### src/source/fb_defs.svh
`ifndef FB_DEFS_SVH
`define FB_DEFS_SVH

// one color channel of a pixel
`define FB_COLOR_WIDTH 4

// raster counters and the visible frame size
`define FB_H_WIDTH 12
`define FB_V_WIDTH 12

// AXI read port, byte addressed
`define FB_ADDR_WIDTH 13
`define FB_DATA_WIDTH 16

// frame buffer size in 16-bit words, which bounds h_visible * v_visible
`define FB_MEM_DEPTH 4096

`endif

### src/source/fb_pkg.sv
`include "fb_defs.svh"
`default_nettype none

package fb_pkg;

  // a pixel sits in the low bits of a memory word, red on top
  typedef struct packed {
    logic [`FB_COLOR_WIDTH-1:0] red;
    logic [`FB_COLOR_WIDTH-1:0] grn;
    logic [`FB_COLOR_WIDTH-1:0] blu;
  } pixel_t;

  typedef enum logic [1:0] {
    BURST_FIXED = 2'b00,
    BURST_INCR  = 2'b01,
    BURST_WRAP  = 2'b10
  } axi_burst_e;

  typedef enum logic [1:0] {
    RESP_OKAY   = 2'b00,
    RESP_EXOKAY = 2'b01,
    RESP_SLVERR = 2'b10,
    RESP_DECERR = 2'b11
  } axi_resp_e;

  typedef enum logic {
    MEM_IDLE = 1'b0,
    MEM_RESP = 1'b1
  } mem_state_e;

endpackage

`default_nettype wire

### src/source/fb_pix.sv
`timescale 1ns/1ps
`include "fb_defs.svh"
`default_nettype none

module fb_pix (
  input  logic                          clk,
  input  logic                          rst_n,

  input  logic [`FB_H_WIDTH-1:0]        h_visible,
  input  logic [`FB_V_WIDTH-1:0]        v_visible,

  output logic                          axi_arvalid,
  output logic [`FB_ADDR_WIDTH-1:0]     axi_araddr,
  output logic [7:0]                    axi_arlen,
  output logic [2:0]                    axi_arsize,
  output fb_pkg::axi_burst_e            axi_arburst,
  input  logic                          axi_arready,
  input  logic                          axi_rvalid,
  input  logic [`FB_DATA_WIDTH-1:0]     axi_rdata,
  input  fb_pkg::axi_resp_e             axi_rresp,
  input  logic                          axi_rlast,
  output logic                          axi_rready,

  output logic                          pix_valid,
  output logic [`FB_COLOR_WIDTH-1:0]    pix_red,
  output logic [`FB_COLOR_WIDTH-1:0]    pix_grn,
  output logic [`FB_COLOR_WIDTH-1:0]    pix_blu,
  output logic                          pix_eol,
  output logic                          pix_eof,
  input  logic                          pix_ready
);
  import fb_pkg::*;

  localparam int PIXEL_WIDTH = $bits(pixel_t);

  logic [`FB_H_WIDTH-1:0]    req_x;
  logic [`FB_V_WIDTH-1:0]    req_y;
  logic [`FB_H_WIDTH-1:0]    rsp_x;
  logic [`FB_V_WIDTH-1:0]    rsp_y;
  logic                      req_last_x;
  logic                      req_last_y;
  logic                      rsp_last_x;
  logic                      rsp_last_y;
  logic                      ar_fire;
  logic                      pix_fire;
  pixel_t                    pixel;
  // error responses are never produced and every burst is one beat,
  // so rresp, rlast and the spare data bits carry nothing for us
  logic                      unused_rsp;

  // every request is a single INCR beat of one full data word
  assign axi_arlen   = 8'd0;
  assign axi_arsize  = 3'($clog2(`FB_DATA_WIDTH / 8));
  assign axi_arburst = BURST_INCR;

  // the read data channel is the pixel stream itself
  assign pixel       = pixel_t'(axi_rdata[PIXEL_WIDTH-1:0]);
  assign pix_valid   = axi_rvalid;
  assign axi_rready  = pix_ready;
  assign pix_red     = pixel.red;
  assign pix_grn     = pixel.grn;
  assign pix_blu     = pixel.blu;

  assign unused_rsp  = &{1'b0, axi_rresp, axi_rlast, axi_rdata[`FB_DATA_WIDTH-1:PIXEL_WIDTH]};

  assign ar_fire     = axi_arvalid && axi_arready;
  assign pix_fire    = pix_valid && pix_ready;

  assign req_last_x  = (req_x == h_visible - 1'b1);
  assign req_last_y  = (req_y == v_visible - 1'b1);
  assign rsp_last_x  = (rsp_x == h_visible - 1'b1);
  assign rsp_last_y  = (rsp_y == v_visible - 1'b1);

  // markers come from where the response counter stands
  assign pix_eol     = rsp_last_x;
  assign pix_eof     = rsp_last_x && rsp_last_y;

  // the request side walks the raster and the byte address together
  always_ff @(posedge clk) begin
    if (!rst_n) begin
      axi_arvalid <= 1'b0;
      axi_araddr  <= '0;
      req_x       <= '0;
      req_y       <= '0;
    end else begin
      // raised once out of reset and never dropped since there is always more frame
      axi_arvalid <= 1'b1;
      if (ar_fire) begin
        if (req_last_x) begin
          req_x <= '0;
          if (req_last_y) begin
            req_y      <= '0;
            axi_araddr <= '0;
          end else begin
            req_y      <= req_y + 1'b1;
            axi_araddr <= axi_araddr + (`FB_ADDR_WIDTH'(1) << axi_arsize);
          end
        end else begin
          req_x      <= req_x + 1'b1;
          axi_araddr <= axi_araddr + (`FB_ADDR_WIDTH'(1) << axi_arsize);
        end
      end
    end
  end

  // the response side counts accepted pixels so the markers track the data
  always_ff @(posedge clk) begin
    if (!rst_n) begin
      rsp_x <= '0;
      rsp_y <= '0;
    end else if (pix_fire) begin
      if (rsp_last_x) begin
        rsp_x <= '0;
        rsp_y <= rsp_last_y ? '0 : rsp_y + 1'b1;
      end else begin
        rsp_x <= rsp_x + 1'b1;
      end
    end
  end

  // a pending request keeps its address until the memory takes it
  ar_hold : assert property (@(posedge clk) disable iff (!rst_n)
    axi_arvalid && !axi_arready |=> axi_arvalid && $stable(axi_araddr));

  // the memory must keep a pixel on offer until the consumer takes it
  pix_hold : assert property (@(posedge clk) disable iff (!rst_n)
    pix_valid && !pix_ready |=> pix_valid && $stable({pix_red, pix_grn, pix_blu}));

endmodule

`default_nettype wire

### config.mk
export PLATFORM = sky130hd
export DESIGN_NAME = fb_pix
export DESIGN_NICKNAME = d
export VERILOG_FILES = /design/src/source/fb_pkg.sv /design/src/source/fb_pix.sv
export VERILOG_INCLUDE_DIRS = /design/src /design/src/source
export SDC_FILE = /design/constraint.sdc
export NUM_CORES = 1
export LEC_CHECK = 0
export ABC_CLOCK_PERIOD_IN_PS = 3700
export BUFFER_PORTS_ARGS = -buffer_cell sky130_fd_sc_hd__clkbuf_2
export CORE_MARGIN = 2
export CORE_UTILIZATION = 50
export CTS_CLUSTER_DIAMETER = 30
export DETAILED_ROUTE_END_ITERATION = 10
export PLACE_DENSITY = 0.76
export SETUP_SLACK_MARGIN = 0.4
export SYNTH_ARGS = -nofsm -noshare
export SYNTH_HDL_FRONTEND = slang
export SYNTH_SLANG_ARGS = --single-unit
export TNS_END_PERCENT = 30
### constraint.sdc
create_clock -name clk -period 3.7 [get_ports clk]
set_input_delay 0.74 -clock clk [delete_from_list [all_inputs] [get_ports clk]]
set_output_delay 0.74 -clock clk [all_outputs]
set_load 0.05 [all_outputs]
# Word-level counts from Yosys, hierarchy flattened
# Cells that the tools add are included.
[op_classes]
n_addsub = 7
n_eq_ne = 4
muxes = 7
n_reduce_logical = 5
[op_table]
columns = ["cell", "count"]
rows = [
  ["adder 12 x 1 -> 12 bit (second input constant)", 4],
  ["== test 12 bit", 4],
  ["2-to-1 mux 12 bit", 4],
  ["2-to-1 mux 13 bit", 2],
  ["subtractor 12 x 1 -> 12 bit (second input constant)", 2],
  ["adder 13 x 2 -> 13 bit (second input constant)", 1],
  ["AND reduction 2 bit", 2],
  ["logical AND 1 bit", 3],
  ["2-to-1 mux 1 bit", 1],
]
[word_totals]
reg_bits = 62
inputBits = 48
out_inout_bits = 43
elab_cells = 29

# Logic depth before layout (Yosys ltp)
# Gate-level depths: netlist of run 1.
[depth]
depth_word = 4
depth_mapped = 11
ltp_nobuf = 9

# Worst setup path after synthesis of run 1
# No wires, ideal clock.
[synth_timing]
path_type = "input -> output"
startpoint = "input port h_visible[0]"
endpoint = "output port pix_eof"
arrival_time_ps = 3392
setup_slack_ps = -432
cell_stages = 9
cell_sequence = "inv_1 > ha_1 > nor3b_1 > a211oi_1 > a2111oi_0 > nand4_1 > or2_2 > inv_1 > and3_1"
[synth_between]
elab_chain_len = 3
[synth_rtl]
columns = ["element", "line", "text"]
rows = [
  ["start, declared", "fb_pix.sv:9", "input logic [`FB_H_WIDTH-1:0] h_visible,"],
  ["subtractor 12 x 1 -> 12 bit", "fb_pix.sv:71", "assign rsp_last_x = (rsp_x == h_visible - 1'b1);"],
  ["== test 12 bit", "fb_pix.sv:71", ""],
  ["via pix_eol", "fb_pix.sv:28", "output logic pix_eol,"],
  ["logical AND 1 bit", "fb_pix.sv:76", "assign pix_eof = rsp_last_x && rsp_last_y;"],
  ["end, declared", "fb_pix.sv:29", "output logic pix_eof,"],
]
# The timed path passes the listed nets, and every way through them passes these cells.

# Final worst setup path of run 1
[layout_timing]
startpoint = "input port h_visible[0]"
endpoint = "output port pix_eof"
[layout_between]
elab_chain_len = 3
[layout_rtl]
columns = ["element", "line"]
rows = [
  ["subtractor 12 x 1 -> 12 bit", "fb_pix.sv:71"],
  ["== test 12 bit", "fb_pix.sv:71"],
  ["logical AND 1 bit", "fb_pix.sv:76"],
]
# No other way between the ends.

==> key figures, run 1 <==
Status
  – Result of the run: completed

Die
  – Chip height: 103 microns
  – Core region area: 9640 sq um
  – Number of rows created at floorplan: 36
  – Width of the chip: 103 microns
  – Die area: 10600 sq um
  – Starting density of the core: 0.507
  – Number of placed I/O pins: 91

Setup path
  – Reg-to-reg critical path endpoint: rsp_y[6]
  – Highest net fanout along the worst path: 8
  – Biggest cell delay along the critical path: 0.60 ns
  – Cell-by-cell trace of the critical path: clkbuf_2 > or4_4 > nor4_1 > o221a_2 > o2111ai_2 > or2_4 > clkinvlp_4 > and3_4 > buf_12
  – Crit Path Category: in -> out
  – CP top delay family: simple AND/OR/NAND/NOR gates
  – Startpoint of the lowest-slack register-to-register path: rsp_x[0]
  – Crit path DAT: 2.87 ns
  – Sort of element at the end of the critical path: output pin
  – Data required time of the critical path: 2.96 ns
  – Critical-path cell with the highest stage delay: sky130_fd_sc_hd__or4_4
  – Worst reg-to-reg setup slack: 1.12 ns
  – Register-to-Register Path Depth: 8
  – Critical path launch point type: input pin
  – Critical path buffers and inverters: 3

Pwr
  – Internal power: 1.08 mW
  – Worst vdd rail ir drop: 0.154 mV
  – Register share of total power: 0.449
  – Static power due to leakage: 2.17 nW
  – Power density over the cells: 285 nW/um^2
  – Total power of the final layout: 1.60 mW
  – Switching Share: 0.325
  – Switching power: 520 uW
  – Fraction of power consumed by the clock network: 0.316
  – Part of the power in combinational logic: 0.236

Logic synthesis
  – Post-synth EDFFs: 0
  – Count of state elements after synthesis: 61
  – Average cell area after synthesis: 7.96 sq um
  – Cells after Synth: 614
  – Number of warnings issued by yosys: 0
  – Share of flip-flops with an asynchronous set or reset after synthesis: 0
  – Summed instance area of the synthesized netlist: 4890 sq um
  – Dominant register cell in the synthesized netlist: sky130_fd_sc_hd__dfxtp_1
  – Portion of the post-synthesis area used by sequential elements: 0.250
  – Synth unique cells: 73

Job
  – Max-cap violation count: 0

Clock network
  – CTS sink cnt: 61
  – CTS Buf Count: 9
  – H-tree depth: 3
  – Post-CTS Hold Fix Bufs: 0
  – Root Buffer: sky130_fd_sc_hd__clkbuf_8
  – Clock slew seen by the registers of the worst setup and hold paths: 0.07 ns
  – Clk buf depth: 2
  – Source-to-sink clock delay at the later pin of the worst-skew pair: 0.34 ns
  – TritonCTS clock tree: yes

Cells and area
  – Post-layout net count: 720
  – Fraction of final layout cells sized beyond drive strength 1: 0.227
  – Count of filler cells inserted in the layout: 891
  – Synth-to-Final Area Change: 15.0%
  – Total inserted antenna cells: 0
  – Commonest cells after routing, fill and taps aside: sky130_fd_sc_hd__dfxtp_1, sky130_fd_sc_hd__nor2_1, sky130_fd_sc_hd__nand2_1
  – Utilization after layout: 0.583
  – Design Area, Final: 5620 sq um
  – Most common library cell in the layout ignoring fill and taps: sky130_fd_sc_hd__dfxtp_1

STA
  – Shortest clock period the worst path allows after layout: 3.61 ns
  – Worst-case headroom to the max-slew limit: 0.512
  – Final-layout setup total negative slack: 0 ns
  – Finish-stage setup viols: 0
  – Setup clock skew after layout: 0.00974 ns
  – Maximum clock frequency: 277 MHz
  – RSZ-0062 raised after global routing: yes
  – Final period util: 0.974
  – Fin. Hold Viols: 0
  – Hold Worst Slack: 0.505 ns
  – Least-Margin Pin Slew: 0.732 ns
  – Pins Over Slew Limit: 0

Drt
  – Wire length reported by the detailed router: 12100 microns
  – Vias per cell: 5.82
  – Number of detailed-route iterations in the first pass: 4
  – Count of nets left with antenna violations after detail routing: 0
  – Overall via count from detail_route: 4672
  – Post-route DRC violation count: 0
  – Routed wire length per instance: 15.1 microns
  – Initial DRC count: 205

Place
  – Placer Congestion: 0.949
  – Placed cell areas: 5320 sq um
  – Half-perimeter wire length after detailed placement: 9080 microns
  – Number of I/O port buffers: 45

Hold path
  – Worst hold path startpoint: axi_araddr[2]
  – Worst min-delay path endpoint: axi_araddr[2]
  – Hold Path Cell Cnt: 2
  – HP Class: reg -> reg

GRT
  – Maximum number of pins on one net before global-route repair: 18
  – Total global routing overflow: 0
  – Total GRT Usage: 0.230
  – Vias in the first global route: 4225
  – Wire length of the first global-routing pass: 19400 microns
  – Initial antenna violation count: 0
[worst max-delay path by stage]
stage	slack, ns	start	cells after the start	endpoint
floorplan	0.04	h_visible[2]	9	pix_eof
global placement	-0.18	v_visible[0]	13	rsp_y[5]
detailed placement	-0.25	v_visible[0]	13	rsp_y[6]
CTS	0.03	v_visible[0]	13	rsp_y[6]
global route	0.01	h_visible[1]	11	pix_eof
finish	0.09	h_visible[0]	9	pix_eof
[worst register-to-register path: stages, from the launching register on]
cell and delay [ns]:
sky130_fd_sc_hd__dfxtp_1 0.45, sky130_fd_sc_hd__xor2_1 0.17, sky130_fd_sc_hd__o211ai_1 0.11, sky130_fd_sc_hd__a2111oi_2 0.28
sky130_fd_sc_hd__nand4_1 0.17, sky130_fd_sc_hd__or2_4 0.28, sky130_fd_sc_hd__buf_4 0.15, sky130_fd_sc_hd__a2111oi_4 0.65
sky130_fd_sc_hd__a41o_1 0.27
[state kept, by name, summed over array words and instances, names as in the netlist]
register	count
rsp_x	12
rsp_y	12
axi_arvalid	1
req_y	12
req_x	12
axi_araddr	12
[cells by family after synthesis]
| kind of cell | after synthesis | share of synthesized area |
|---|---|---|
| muxes | 4 | 0.00871 |
| adders and majority gates | 7 | 0.0179 |
| AOI/OAI and AO/OA | 114 | 0.172 |
| xor gates and xnor gates | 80 | 0.174 |
| other | 2 | 0.00154 |
| DFF | 61 | 0.250 |
| and+or+nand+nor | 256 | 0.278 |
| buffers and inverters | 90 | 0.0981 |
[power groups by stage]
stage | Clock, mW | Combinational (mW) | Sequential (mW)
after global placement | 0 | 0.348 | 0.730
after detailed placement | 0 | 0.356 | 0.731
after CTS | 0.518 | 0.362 | 0.716
after floorplan | 0 | 0.317 | 0.722
final | 0.504 | 0.377 | 0.717
after global routing | 0.548 | 0.409 | 0.721
[repair_timing]
action | CTS | global route
resized for setup | 2 | 21
pin swaps | 0 | 11
setup endpoints to repair | 14 | 37
cloned | 0 | 0
setup buffers | 0 | 4
[cell type report]
cell class	instances	area [sq um]	share of cell area
clock inverter	7	42.5	0.00757
timing repair buffer	86	588	0.105
inverter	32	126	0.0225
multi-input combinational	475	3350	0.596
sequential	61	1220	0.217
tap	133	166	0.0296
clock buffer	9	124	0.0221
[layer usage]
| metal | track usage | part of all wire | up-vias |
|---|---|---|---|
| li1 | - | - | 2267 |
| met1 | 0.294 | 0.43 | 2211 |
| met2 | 0.392 | 0.48 | 172 |
| met3 | 0.0441 | 0.064 | 22 |
| met4 | 0.0749 | 0.020 | 0 |
| met5 | 0 | 0 | - |
[cells in the mapped netlist (all sizes together) (3+ instances only)]
| master | instances | area, sq um |
|---|---|---|
| a2111oi | 3 | 26.3 |
| a211oi | 3 | 27.5 |
| a21o | 7 | 52.6 |
| a21oi | 19 | 95.1 |
| a31o | 3 | 26.3 |
| a31oi | 6 | 37.5 |
| and2 | 4 | 25.0 |
| and3 | 12 | 75.1 |
| buf | 38 | 284 |
| clkbuf | 20 | 75.1 |
| dfxtp | 61 | 1220 |
| ha | 7 | 87.6 |
| inv | 32 | 120 |
| nand2 | 43 | 161 |
| nand2b | 5 | 31.3 |
| nand3 | 36 | 180 |
| nand4 | 19 | 119 |
| nor2 | 66 | 273 |
| nor2b | 6 | 37.5 |
| nor3 | 19 | 95.1 |
| nor3b | 3 | 22.5 |
| nor4 | 9 | 68.8 |
| nor4b | 3 | 41.3 |
| o2111a | 3 | 33.8 |
| o2111ai | 3 | 26.3 |
| o211ai | 7 | 52.6 |
| o21ai | 13 | 65.1 |
| o22ai | 10 | 62.6 |
| o31a | 3 | 26.3 |
| o31ai | 11 | 96.3 |
| or2 | 6 | 37.5 |
| or3 | 8 | 50.1 |
| or3b | 3 | 26.3 |
| or4 | 9 | 71.3 |
| xnor2 | 39 | 342 |
| xnor3 | 11 | 248 |
| xor2 | 30 | 263 |
[per-stage QoR]
stage / instances / worst slack (ns)
finish: 803 / 0.0944
global route: 803 / 0.0112
CTS: 799 / 0.0340
detailed placement: 783 / -0.252
global placement: 783 / -0.183
floorplan: 626 / 0.0440
(Power assumes the default switching activity.)
==> run 2: changes to the inputs <==
--- a/config.mk
+++ b/config.mk
@@ -6,13 +6,14 @@
 export SDC_FILE = /design/constraint.sdc
 export NUM_CORES = 1
 export LEC_CHECK = 0
+export ABC_AREA = 1
 export ABC_CLOCK_PERIOD_IN_PS = 3700
 export BUFFER_PORTS_ARGS = -buffer_cell sky130_fd_sc_hd__clkbuf_2
 export CORE_MARGIN = 2
 export CORE_UTILIZATION = 50
 export CTS_CLUSTER_DIAMETER = 30
 export DETAILED_ROUTE_END_ITERATION = 10
-export PLACE_DENSITY = 0.76
+export PLACE_DENSITY = 0.75
 export SETUP_SLACK_MARGIN = 0.4
 export SYNTH_ARGS = -nofsm -noshare
 export SYNTH_HDL_FRONTEND = slang
==> key figures, run 2 <==
Status
  – Result of the run: completed

STA
  – Final-layout setup total negative slack: 0 ns (unchanged)
  – Maximum clock frequency: 316 MHz (+14%)
  – Worst-case headroom to the max-slew limit: 0.482 (-0.0299)
  – Finish-stage setup viols: 0 (unchanged)
  – Least-Margin Pin Slew: 0.776 ns (+0.0439 ns)
  – Hold Worst Slack: 0.488 ns (-0.0168 ns)
  – Shortest clock period the worst path allows after layout: 3.16 ns (-0.445 ns)
  – Fin. Hold Viols: 0 (unchanged)
  – Setup clock skew after layout: 0.00816 ns (-0.00158 ns)
  – Final period util: 0.854 (-0.120)
  – RSZ-0062 raised after global routing: no
  – Pins Over Slew Limit: 0 (unchanged)

Logic synthesis
  – Post-synth EDFFs: 0 (unchanged)
  – Cells after Synth: 918 (+50%)
  – Library cell with the largest summed area after synthesis: sky130_fd_sc_hd__dfxtp_1
  – Summed instance area of the synthesized netlist: 5370 sq um (+10%)
  – Average cell area after synthesis: 5.85 sq um (-26%)
  – Synth unique cells: 36 (-51%)
  – Leading cell type by number of instances after synthesis: sky130_fd_sc_hd__nand2_1
  – Most frequent cells after synthesis: sky130_fd_sc_hd__nand2_1, sky130_fd_sc_hd__nor2_1, sky130_fd_sc_hd__nand3_1
  – Fraction of synthesized cell area taken by the top area cell type: 0.227 (-0.0227)
  – Portion of the post-synthesis area used by sequential elements: 0.227 (-0.0227)
  – Share of flip-flops with an asynchronous set or reset after synthesis: 0 (unchanged)
  – Number of warnings issued by yosys: 0 (unchanged)
  – Top cells by area, synth: sky130_fd_sc_hd__dfxtp_1, sky130_fd_sc_hd__nand2_1, sky130_fd_sc_hd__nand3_1, sky130_fd_sc_hd__nor2_1, sky130_fd_sc_hd__inv_1
  – Count of state elements after synthesis: 61 (unchanged)
  – Dominant register cell in the synthesized netlist: sky130_fd_sc_hd__dfxtp_1

GRT
  – Total global routing overflow: 0 (unchanged)
  – Wire length of the first global-routing pass: 22700 microns (+17%)
  – Total GRT Usage: 0.242 (+0.0122)
  – Vias in the first global route: 4860 (+15%)
  – Maximum number of pins on one net before global-route repair: 24 (+6)
  – Initial antenna violation count: 0 (unchanged)

Setup path
  – Cell-by-cell trace of the critical path: clkbuf_2 > inv_1 > ha_4 > nand2_2 > nor2_4 > nand2_2 > nand2_2 > nand2_2 > nand2_1 > nand2_1 > nor2_2 > nand3_2 > nor2_2 > buf_6
  – Crit path top cell by count: sky130_fd_sc_hd__nand2_2
  – Critical-path cell with the highest stage delay: sky130_fd_sc_hd__nor2_4
  – CP top delay family: simple AND/OR/NAND/NOR gates
  – Crit path DAT: 2.42 ns (-0.45 ns)
  – Sort of element at the end of the critical path: output pin
  – Biggest cell delay along the critical path: 0.17 ns (-0.43 ns)
  – Data required time of the critical path: 2.96 ns (about the same)
  – Critical path launch point type: input pin
  – Critical path buffers and inverters: 3 (unchanged)
  – Highest net fanout along the worst path: 5 (-3)
  – Crit Path Category: in -> out

Die
  – Die area: 11600 sq um (+9.6%)
  – Width of the chip: 108 microns (+4.7%)
  – Core region area: 10400 sq um (+7.6%)
  – Number of placed I/O pins: 91 (unchanged)
  – Chip height: 108 microns (+4.7%)
  – Number of rows created at floorplan: 37 (+2.8%)
  – Starting density of the core: 0.518 (+0.0113)

Drt
  – Count of nets left with antenna violations after detail routing: 0 (unchanged)
  – Routed wire length per instance: 12.4 microns (-18%)
  – Vias per cell: 5.09 (-13%)
  – Post-route DRC violation count: 0 (unchanged)
  – Initial DRC count: 391 (+91%)
  – Overall via count from detail_route: 5572 (+19%)
  – Wire length reported by the detailed router: 13600 microns (+12%)
  – Number of detailed-route iterations in the first pass: 6 (+2)

Cells and area
  – Post-layout net count: 1009 (+40%)
  – Total inserted antenna cells: 0 (unchanged)
  – Utilization after layout: 0.566 (-0.0164)
  – Commonest cells after routing, fill and taps aside: sky130_fd_sc_hd__nand2_1, sky130_fd_sc_hd__nor2_1, sky130_fd_sc_hd__nand3_1
  – Synth-to-Final Area Change: 9.27%
  – Most common library cell in the layout ignoring fill and taps: sky130_fd_sc_hd__nand2_1
  – Fraction of final layout cells sized beyond drive strength 1: 0.143 (-0.0840)

Clock network
  – TritonCTS clock tree: yes
  – Setup Fix Bufs, Post-CTS: 0 (unchanged)
  – Root Buffer: sky130_fd_sc_hd__clkbuf_8
  – Post-CTS Hold Fix Bufs: 0 (unchanged)
  – Clk buf depth: 2 (unchanged)
  – Clock slew seen by the registers of the worst setup and hold paths: 0.08 ns (about the same)
  – H-tree depth: 3 (unchanged)
  – Source-to-sink clock delay at the later pin of the worst-skew pair: 0.35 ns (about the same)
  – CTS sink cnt: 61 (unchanged)
  – CTS Buf Count: 9 (unchanged)

Hold path
  – HP Class: reg -> reg

Place
  – Number of I/O port buffers: 45 (unchanged)
  – Placer Congestion: 0.943 (-0.67%)
  – Half-perimeter wire length after detailed placement: 10800 microns (+19%)

Pwr
  – Power density over the cells: 274 nW/um^2 (-3.8%)
  – Static power due to leakage: 2.55 nW (+18%)
  – Worst vdd rail ir drop: 0.223 mV (+44%)
  – Total power of the final layout: 1.61 mW (+0.54%)

Job
  – Max-cap violation count: 0 (unchanged)
[run 2: cell types whose count changed after synthesis, moves of 15 or more]
cell	previous run	this run
sky130_fd_sc_hd__xnor2_1	39	5
sky130_fd_sc_hd__nand3_1	36	117
sky130_fd_sc_hd__nand2_1	43	287
sky130_fd_sc_hd__nand2_2	0	15
sky130_fd_sc_hd__nor2_1	56	130
sky130_fd_sc_hd__inv_1	32	98
[run 2: cell type report]
type | instances | area [sq um]
Fill cell | 1078 | 4500
Clock inverter | 7 | 81.3
Inverter | 102 | 383
Timing Repair Buffer | 51 | 279
Sequential cell | 61 | 1220
Multi-Input combinational cell | 729 | 3610
Tap cell | 136 | 170
Clock buffer | 9 | 124
[run 2: cells by family after synthesis]
logic type / count (synthesis) / share of synthesized area
AND/OR/NAND/NOR: 618 / 0.515
flip-flops: 61 / 0.227
XOR/XNOR: 42 / 0.0685
buffers and inverters: 140 / 0.121
adder cells (fa/ha/maj): 7 / 0.0163
other: 2 / 0.00140
AO/OA/AOI/OAI: 48 / 0.0512
[run 2: timing repair]
action / 4_1_cts / 5_1_grt
endpoints found under the setup margin: 2 / 2
resized for setup: 5 / 17
pin swaps: 0 / 1
[run 2: report_power, final]
| group | switching [mW] | internal (mW) | total, mW |
|---|---|---|---|
| sequential | 0.00766 | 0.662 | 0.670 |
| clock | 0.322 | 0.320 | 0.642 |
| combinational | 0.214 | 0.0807 | 0.295 |
| total | 0.544 | 1.06 | 1.61 |
[run 2: through the flow]
stage | worst slack [ns] | instances | instance area (sq um)
after floorplan | 0.577 | 930 | 5420
after global placement | 0.306 | 1079 | 5600
after detailed placement | 0.311 | 1079 | 5600
after CTS | 0.413 | 1095 | 5820
after global routing | 0.404 | 1095 | 5870
final | 0.539 | 1095 | 5870
[run 2: worst paths after layout]
path | start | to | slack (ns) | cells after the start
setup / recovery | h_visible[1] | pix_eof | 0.54 | 14
hold / removal | rsp_y[10] | rsp_y[10] | 0.49 | 2
setup reg to reg | req_x[0] | req_y[2] | 1.58 | 13
hold reg to reg | rsp_y[10] | rsp_y[10] | 0.49 | 2
[run 2: tightest hold or removal path, cell delays in order, from the launching register on]
cell and delay (ns):
sky130_fd_sc_hd__dfxtp_1 0.33, sky130_fd_sc_hd__nand2_1 0.06, sky130_fd_sc_hd__a21oi_1 0.06
[run 2: routing by layer]
metal  share of wire  global-route usage  wire length, microns
met1            0.51               0.365                  6980
met2            0.43               0.364                  5770
met3           0.049              0.0321                   661
met4           0.011              0.0559                   148
met5               0                   0                     0
